[src/common/uart_pkg.sv]
package uart_pkg;

    // line timing and frame shape
    localparam int clks_per_bit = 8;    // any value of 2 or more works
    localparam int data_bits    = 8;
    localparam int err_cnt_w    = 8;

    // derived widths
    localparam int half_bit   = clks_per_bit / 2;
    localparam int baud_cnt_w = (clks_per_bit > 2) ? $clog2(clks_per_bit) : 1;
    localparam int bit_idx_w  = (data_bits > 2) ? $clog2(data_bits) : 1;

    // engines treat the unnamed value 3 as none
    typedef enum logic [1:0] {
        parity_none = 2'd0,
        parity_odd  = 2'd1,
        parity_even = 2'd2
    } parity_t;

    // host register map
    typedef enum logic [1:0] {
        addr_ctrl     = 2'd0,   // parity mode in bits 1:0
        addr_perr_cnt = 2'd1,   // write clears
        addr_ferr_cnt = 2'd2    // write clears
    } reg_addr_t;

    typedef enum logic [2:0] {
        txs_idle, txs_start, txs_data, txs_parity, txs_stop
    } tx_state_t;

    typedef enum logic [2:0] {
        rxs_idle, rxs_start, rxs_data, rxs_parity, rxs_stop
    } rx_state_t;

endpackage

[src/uart_tx/uart_tx.sv]
`timescale 1ns/1ns

module uart_tx import uart_pkg::*; (
    input  logic                 clk,
    input  logic                 rst,
    input  logic [data_bits-1:0] tx_data,
    input  logic                 tx_valid,
    input  parity_t              parity_mode,
    output logic                 tx_ready,
    output logic                 uart_out
);

    tx_state_t             state;
    logic [baud_cnt_w-1:0] baud_cnt;
    logic [bit_idx_w-1:0]  bit_idx;
    logic [data_bits-1:0]  shreg;      // bit 0 is the one on the line
    logic                  par_en;     // mode latched at acceptance
    logic                  par_bit;
    logic                  bit_done;

    assign bit_done = (baud_cnt == baud_cnt_w'(clks_per_bit - 1));

    // line changes on the same edge as the state, so every bit is
    // exactly clks_per_bit cycles and the output never glitches
    always_ff @(posedge clk or posedge rst) begin
        if (rst) begin
            state    <= txs_idle;
            baud_cnt <= '0;
            bit_idx  <= '0;
            shreg    <= '0;
            par_en   <= 1'b0;
            par_bit  <= 1'b0;
            tx_ready <= 1'b1;
            uart_out <= 1'b1;
        end else begin
            if (state == txs_idle || bit_done)
                baud_cnt <= '0;
            else
                baud_cnt <= baud_cnt + 1'b1;

            case (state)
                txs_idle: begin
                    if (tx_valid && tx_ready) begin
                        shreg    <= tx_data;
                        par_en   <= (parity_mode == parity_odd) ||
                                    (parity_mode == parity_even);
                        // odd mode inverts the data xor
                        par_bit  <= (parity_mode == parity_odd) ? ~(^tx_data) : ^tx_data;
                        bit_idx  <= '0;
                        tx_ready <= 1'b0;
                        uart_out <= 1'b0;   // start bit
                        state    <= txs_start;
                    end
                end
                txs_start: begin
                    if (bit_done) begin
                        uart_out <= shreg[0];
                        state    <= txs_data;
                    end
                end
                txs_data: begin
                    if (bit_done) begin
                        if (bit_idx == bit_idx_w'(data_bits - 1)) begin
                            if (par_en) begin
                                uart_out <= par_bit;
                                state    <= txs_parity;
                            end else begin
                                uart_out <= 1'b1;   // straight to stop without parity
                                state    <= txs_stop;
                            end
                        end else begin
                            shreg    <= {1'b0, shreg[data_bits-1:1]};
                            uart_out <= shreg[1];   // next bit, LSB first
                            bit_idx  <= bit_idx + 1'b1;
                        end
                    end
                end
                txs_parity: begin
                    if (bit_done) begin
                        uart_out <= 1'b1;
                        state    <= txs_stop;
                    end
                end
                txs_stop: begin
                    if (bit_done) begin
                        tx_ready <= 1'b1;   // line already high
                        state    <= txs_idle;
                    end
                end
                default: begin
                    uart_out <= 1'b1;
                    tx_ready <= 1'b1;
                    state    <= txs_idle;
                end
            endcase
        end
    end

endmodule

[src/uart_rx/uart_rx.sv]
`timescale 1ns/1ns

module uart_rx import uart_pkg::*; (
    input  logic                 clk,
    input  logic                 rst,
    input  logic                 uart_in,
    input  parity_t              parity_mode,
    output logic [data_bits-1:0] rx_data,
    output logic                 rx_valid,
    output logic                 perr_pulse,
    output logic                 ferr_pulse
);

    rx_state_t             state;
    logic [1:0]            sync;       // two-flop synchronizer
    logic                  line;
    logic                  line_q;     // previous line value, for edge detect
    logic [baud_cnt_w-1:0] baud_cnt;
    logic [bit_idx_w-1:0]  bit_idx;
    logic [data_bits-1:0]  shreg;
    logic                  par_en;
    logic                  par_odd;
    logic                  par_rx;     // received parity bit
    logic                  par_err;
    logic                  bit_done;
    logic                  half_done;
    logic                  cnt_clr;

    assign line      = sync[1];
    assign bit_done  = (baud_cnt == baud_cnt_w'(clks_per_bit - 1));
    assign half_done = (baud_cnt == baud_cnt_w'(half_bit - 1));
    assign cnt_clr   = (state == rxs_idle) || bit_done ||
                       (state == rxs_start && half_done);

    // zero when the ones in data plus parity bit match the mode
    assign par_err = par_en & (^shreg ^ par_rx ^ par_odd);

    always_ff @(posedge clk or posedge rst) begin
        if (rst) begin
            sync       <= 2'b11;
            line_q     <= 1'b1;
            state      <= rxs_idle;
            baud_cnt   <= '0;
            bit_idx    <= '0;
            shreg      <= '0;
            par_en     <= 1'b0;
            par_odd    <= 1'b0;
            par_rx     <= 1'b0;
            rx_data    <= '0;
            rx_valid   <= 1'b0;
            perr_pulse <= 1'b0;
            ferr_pulse <= 1'b0;
        end else begin
            sync       <= {sync[0], uart_in};
            line_q     <= line;
            rx_valid   <= 1'b0;
            perr_pulse <= 1'b0;
            ferr_pulse <= 1'b0;
            baud_cnt   <= cnt_clr ? '0 : baud_cnt + 1'b1;

            case (state)
                rxs_idle: begin
                    if (line_q && !line)
                        state <= rxs_start;     // falling edge
                end
                rxs_start: begin
                    if (half_done) begin
                        if (line) begin
                            state <= rxs_idle;  // glitch, not a start bit
                        end else begin
                            par_en  <= (parity_mode == parity_odd) ||
                                       (parity_mode == parity_even);
                            par_odd <= (parity_mode == parity_odd);
                            bit_idx <= '0;
                            state   <= rxs_data;
                        end
                    end
                end
                rxs_data: begin
                    if (bit_done) begin
                        shreg <= {line, shreg[data_bits-1:1]};   // LSB arrives first
                        if (bit_idx == bit_idx_w'(data_bits - 1))
                            state <= par_en ? rxs_parity : rxs_stop;
                        else
                            bit_idx <= bit_idx + 1'b1;
                    end
                end
                rxs_parity: begin
                    if (bit_done) begin
                        par_rx <= line;
                        state  <= rxs_stop;
                    end
                end
                rxs_stop: begin
                    if (bit_done) begin
                        state <= rxs_idle;
                        // framing error wins over parity
                        if (!line) begin
                            ferr_pulse <= 1'b1;
                        end else if (par_err) begin
                            perr_pulse <= 1'b1;
                        end else begin
                            rx_data  <= shreg;
                            rx_valid <= 1'b1;
                        end
                    end
                end
                default: state <= rxs_idle;
            endcase
        end
    end

endmodule

[src/rtl/uart_regs.sv]
`timescale 1ns/1ns

module uart_regs import uart_pkg::*; (
    input  logic      clk,
    input  logic      rst,
    input  logic      host_req,
    input  logic      host_we,
    input  reg_addr_t host_addr,
    input  logic [7:0] host_wdata,
    output logic      host_ack,
    output logic [7:0] host_rdata,
    input  logic      perr_pulse,
    input  logic      ferr_pulse,
    output parity_t   parity_mode
);

    logic [err_cnt_w-1:0] perr_cnt;
    logic [err_cnt_w-1:0] ferr_cnt;
    logic                 access;     // first cycle of a request
    logic                 perr_clr;
    logic                 ferr_clr;

    // saturating counter step where a clear beats a pulse in the same cycle
    function automatic logic [err_cnt_w-1:0] cnt_next(
        input logic [err_cnt_w-1:0] cnt,
        input logic                 clr,
        input logic                 inc
    );
        if (clr)
            return '0;
        else if (inc && cnt != '1)
            return cnt + 1'b1;
        else
            return cnt;
    endfunction

    assign access   = host_req && !host_ack;
    assign perr_clr = access && host_we && (host_addr == addr_perr_cnt);
    assign ferr_clr = access && host_we && (host_addr == addr_ferr_cnt);

    always_ff @(posedge clk or posedge rst) begin
        if (rst) begin
            host_ack    <= 1'b0;
            host_rdata  <= '0;
            parity_mode <= parity_none;
            perr_cnt    <= '0;
            ferr_cnt    <= '0;
        end else begin
            host_ack <= host_req;   // rises and falls one cycle behind req
            perr_cnt <= cnt_next(perr_cnt, perr_clr, perr_pulse);
            ferr_cnt <= cnt_next(ferr_cnt, ferr_clr, ferr_pulse);

            if (access && host_we && host_addr == addr_ctrl)
                parity_mode <= parity_t'(host_wdata[1:0]);

            if (access && !host_we) begin
                case (host_addr)
                    addr_ctrl:     host_rdata <= {6'd0, parity_mode};
                    addr_perr_cnt: host_rdata <= 8'(perr_cnt);
                    addr_ferr_cnt: host_rdata <= 8'(ferr_cnt);
                    default:       host_rdata <= '0;   // unmapped
                endcase
            end
        end
    end

endmodule

[src/rtl/uart_core.sv]
`timescale 1ns/1ns

module uart_core import uart_pkg::*; (
    input  logic                 clk,
    input  logic                 rst,
    input  logic [data_bits-1:0] tx_data,
    input  logic                 tx_valid,
    output logic                 tx_ready,
    output logic                 uart_out,
    input  logic                 uart_in,
    output logic [data_bits-1:0] rx_data,
    output logic                 rx_valid,
    input  logic                 host_req,
    input  logic                 host_we,
    input  reg_addr_t            host_addr,
    input  logic [7:0]           host_wdata,
    output logic                 host_ack,
    output logic [7:0]           host_rdata
);

    parity_t parity_mode;   // from regs to both engines
    logic    perr_pulse;
    logic    ferr_pulse;

    uart_regs u_regs (
        .clk         (clk),
        .rst         (rst),
        .host_req    (host_req),
        .host_we     (host_we),
        .host_addr   (host_addr),
        .host_wdata  (host_wdata),
        .host_ack    (host_ack),
        .host_rdata  (host_rdata),
        .perr_pulse  (perr_pulse),
        .ferr_pulse  (ferr_pulse),
        .parity_mode (parity_mode)
    );

    uart_tx u_tx (
        .clk         (clk),
        .rst         (rst),
        .tx_data     (tx_data),
        .tx_valid    (tx_valid),
        .parity_mode (parity_mode),
        .tx_ready    (tx_ready),
        .uart_out    (uart_out)
    );

    uart_rx u_rx (
        .clk         (clk),
        .rst         (rst),
        .uart_in     (uart_in),
        .parity_mode (parity_mode),
        .rx_data     (rx_data),
        .rx_valid    (rx_valid),
        .perr_pulse  (perr_pulse),
        .ferr_pulse  (ferr_pulse)
    );

endmodule

[config.mk]
export PLATFORM = sky130hd
export DESIGN_NAME = uart_core
export DESIGN_NICKNAME = d
export VERILOG_FILES = /design/src/common/uart_pkg.sv /design/src/uart_tx/uart_tx.sv /design/src/uart_rx/uart_rx.sv /design/src/rtl/uart_regs.sv /design/src/rtl/uart_core.sv
export SDC_FILE = /design/constraint.sdc
export NUM_CORES = 1
export LEC_CHECK = 0
export ABC_CLOCK_PERIOD_IN_PS = 2400
export BUFFER_PORTS_ARGS = -buffer_cell sky130_fd_sc_hd__buf_2
export CAP_MARGIN = 40
export CORE_MARGIN = 3
export CORE_UTILIZATION = 59
export CTS_CLUSTER_DIAMETER = 60
export DETAILED_ROUTE_END_ITERATION = 16
export HOLD_SLACK_MARGIN = 0.05
export MAX_ROUTING_LAYER = met4
export PLACE_DENSITY_LB_ADDON = 0.25
export SETUP_SLACK_MARGIN = 0.5
export SYNTH_ARGS = -nofsm -noshare
export SYNTH_HDL_FRONTEND = slang
export SYNTH_HIERARCHICAL = 1
export SYNTH_SLANG_ARGS = --single-unit
export TNS_END_PERCENT = 30
[constraint.sdc]
create_clock -name clk -period 2.4 [get_ports clk]
set_clock_uncertainty 0.15 [all_clocks]
set_input_delay 0.48 -clock clk [delete_from_list [all_inputs] [get_ports clk]]
set_output_delay 0.48 -clock clk [all_outputs]
set_load 0.05 [all_outputs]
==> metrics.log <==
INFO  metric ys_seq_elements = 82
INFO  metric syn_avg_cell_area = about 11 sq um
INFO  metric leading_cell_type_in_the_layout_fill_and_taps_excluded = dfrtp_1
INFO  metric whs = 0.06461 ns
INFO  metric crit_path_cell_trace = xnor2_1 > xnor3_1 > xnor2_2 > a21oi_4 > buf_12 > mux2_2
INFO  metric finalSetupViolations = 0
INFO  metric dr_vias = 3,106
INFO  metric placed_cell_area = ~4500 sq um
INFO  metric routed_wire_length_per_instance = 14.96 um
INFO  metric slowest_stage_delay_on_critical_path = 0.45 ns
INFO  metric core = approximately 6900 sq um
INFO  metric worstSetupPathType = flop to flop
INFO  metric power.combinational.fraction = about a quarter
INFO  metric die-area = 8295 sq um
INFO  metric static_leak = about 0.0022 uW
INFO  metric postSynthNetCount = roughly 430
INFO  metric setup.worst_path.start = u_rx/shreg[1]
INFO  metric synth.yosys.warnings = 6
INFO  metric placement_rows = 30
INFO  metric drt_first_pass_iters = 4
INFO  metric critical_path.startpoint_type = flop
INFO  metric detail-route-antenna-nets = 0
INFO  metric overflow = 0
INFO  metric period_share = roughly 87%
INFO  metric footprint_of_the_multi_input_gates = between 2000 and 2500 sq um
INFO  metric finish.net_count = approximately 480
INFO  metric sequentialPowerShare = between 50% and 60%
INFO  metric route.detailed.vias_per_inst = roughly 5.8
INFO  metric die-height = a little over 90 um
INFO  metric initialDrtViolationCount = between 150 and 200
INFO  metric asyncSetResetFlopFracSynth = between 90% and 100%
INFO  metric clock_sink_count = 82
INFO  metric cell_internal_pwr = around 2500 uW
INFO  metric crit_fanout = 9
INFO  metric detailed_place_hpwl = 5599 um
INFO  metric antenna_found_initial = 0
INFO  metric synth_largest_type_area_fraction = between 40% and 50%
INFO  metric cp-end-kind = flop
INFO  metric critical-path-slowest-cell = xnor3_1
INFO  metric synth_cell_type_count = 61
INFO  metric gp_congestion = approximately 0.85
INFO  metric ys_dominant_reg_cell = dfrtp_1
INFO  metric arrival = roughly 2.2 ns
INFO  metric routed_wirelength = 8077 um
INFO  metric postLayoutSetupSlackWorst = slightly above 0.3 ns
INFO  metric powerDensity = about 770 nW/um^2
INFO  metric vdd_drop_max = about 0.56 mV
INFO  metric grt_pass1_vias = slightly below 3,000
INFO  metric syn-cell-area = about 4300 sq um
INFO  metric maximum_number_of_pins_on_one_net_before_global_route_repair = 28
INFO  metric total_of_buffers_placed_on_input_and_output_ports = 37
INFO  metric finalCriticalPeriod = around 2.1 ns
INFO  metric layout.cells.most_common_list = dfrtp_1, buf_2, nor2_1
INFO  metric finalInstanceArea = 4837 sq um
INFO  metric die_x = between 90 and 100 um
INFO  metric drcViolationCount = 0
INFO  metric grt_pass1_wl = ~14,000 um
INFO  metric rsz0062_at_grt = yes
INFO  metric worstReg2RegStart = u_rx/shreg[1]
INFO  metric ctsHtreeMaxLevel = 3
INFO  metric setup.reg_to_reg.worst_slack = roughly 0.3 ns
INFO  metric outcome = finished clean
INFO  metric min_delay_path_class = input port to asynchronous set/reset pin
INFO  metric setup_total_negative_slack = 0 ns
INFO  metric seq_total_area_yosys = approximately half
INFO  metric yosys-top-cells-area = dfrtp_1, mux2_2, ha_1, a21oi_1, dfstp_2
INFO  metric finalHoldViolations = 0
INFO  metric power.share.switching = around a third
INFO  metric required = about 2.5 ns
INFO  metric post_route_cells_drive_above_1_share = 25.00%
INFO  metric netlist.top_cell.by_area = dfrtp_1
INFO  metric gr-usage-all-layers = 21.10%
INFO  metric tritoncts = done
INFO  metric clock_tree.buffer_depth = 2
INFO  metric clock_latency = 0.35 ns
INFO  metric power.share.clock = 25.5%
INFO  metric start_util = between 60% and 70%
INFO  metric switchingPower = ~1200 uW
INFO  metric num-fill-cells = 546
INFO  metric dp_slack = between 0.15 and 0.2 ns
INFO  metric worst-slew-pin-transition = 0.8146 ns
INFO  metric timing.slew.headroom = between 40% and 50%
INFO  metric clkSlewWorstSetupHoldPaths = about 0.08 ns
INFO  metric maxSlewViolCount = 0
INFO  metric synth-edff-count = 0
INFO  metric num_io_pins = 44
INFO  metric area.sequential = between 2000 and 2500 sq um
INFO  metric clock_tree.root_cell = clkbuf_8
INFO  metric drv_cap = 0
INFO  metric ant_cells = 0
INFO  metric postLayoutCoreUtil = 70.04%
INFO  metric area_growth_syn_to_layout = 13.27%
INFO  metric cts_inserted_buffers = 9
INFO  metric postSynthCellCount = 392
INFO  metric maxClockFrequency = 477.5 MHz
-- state kept, by name (all words and copies together), names as in the netlist, 8 cells and up --
name,cells
u_regs/ferr_cnt,8
u_regs/host_rdata,8
u_regs/perr_cnt,8
u_rx/rx_data,8
u_rx/shreg,8
u_tx/shreg,8
-- Yosys cell counts, types with 3 or more instances --
library cell  number
dfrtp_1           77
nor2_1            32
a21oi_1           30
o21ai_0           22
mux2_2            21
inv_1             20
nand2_1           14
ha_1              13
mux2i_1           11
nand3b_1          11
nor3_1            11
nand2b_1           8
xnor2_1            8
nor2b_1            7
a211oi_1           6
a22oi_1            6
nand3_1            6
a31oi_1            5
and3_1             5
dfstp_2            5
buf_2              4
clkbuf_1           4
nand4_1            4
xor2_1             4
a2bb2oi_1          3
a41oi_1            3
buf_4              3
nor3b_1            3
o21bai_1           3
-- kinds of logic (layout without fill, tap and decap cells) --
| kind of cell | Yosys count | after routing | share of synthesized area [%] |
|---|---|---|---|
| xor+xnor | 15 | 15 | 3.897 |
| buf+inv | 34 | 86 | 3.750 |
| compound gates | 94 | 94 | 14.62 |
| fa+ha+maj | 13 | 13 | 3.809 |
| flops | 82 | 82 | 48.20 |
| mux | 34 | 34 | 8.819 |
| simple gates | 120 | 120 | 16.91 |
-- final timing paths --
check | to | cells past startpoint
worst max-delay path | u_rx/rx_data[2] | 6
worst min-delay path | u_regs/perr_cnt[2] | 3
worst max register to register | u_rx/rx_data[2] | 6
worst min register to register | u_rx/sync[1] | 0
max in group asynchronous | u_rx/shreg[1] | 3
min in group clk | u_rx/sync[0] | 1
-- worst max-delay path: cells and delay by family (launching register included) --
| family | cells | cell delay (ns) |
|---|---|---|
| AOI/OAI and AO/OA | 1 | 0.16 |
| xor gates and xnor gates | 3 | 0.78 |
| buffers and inverters | 1 | 0.14 |
| DFF | 1 | 0.42 |
| muxes | 1 | 0.33 |
-- power groups by stage --
stage          logic (uW)  registers [uW]  clock network [uW]
2_1_floorplan         662            1900                   0
3_3_place_gp          828            1880                   0
3_5_place_dp          854            1890                   0
4_1_cts               859            1860                 970
5_1_grt               994            1910                1030
6_report              893            1870                 945
-- stage by stage --
step	total power (uW)	cells
finish	3708	540
global route	3934	540
CTS	3690	534
detailed placement	2741	516
global placement	2704	516
floorplan	2565	392
-- cell type report --
| class | instances | area share [%] |
|---|---|---|
| clock buffers | 12 | 3.414 |
| clock inverters | 4 | 0.5173 |
| inverters | 20 | 1.552 |
| multi-input cells | 276 | 43.04 |
| flip-flops and latches | 82 | 42.55 |
| well taps | 96 | 2.483 |
| repair buffers | 50 | 6.441 |
-- layer usage --
layer / up-vias / GRT usage (%) / share of wire (%)
met3: 9 / 3.148 / 3.0
li1: 1515 / - / -
met5: - / - / 0
met4: 0 / 8.920 / 1.7
met1: 1521 / 27.42 / 45
met2: 61 / 33.23 / 50
-- repair_timing --
action / 4_1_cts / 5_1_grt
cloned: 0 / 0
hold buffers: 0 / 0
endpoints found under the setup margin: 22 / 37
resized for setup: 0 / 6
setup buffers: 2 / 6
pin swaps: 3 / 4
No activity file was read; power rests on OpenSTA's default activity.
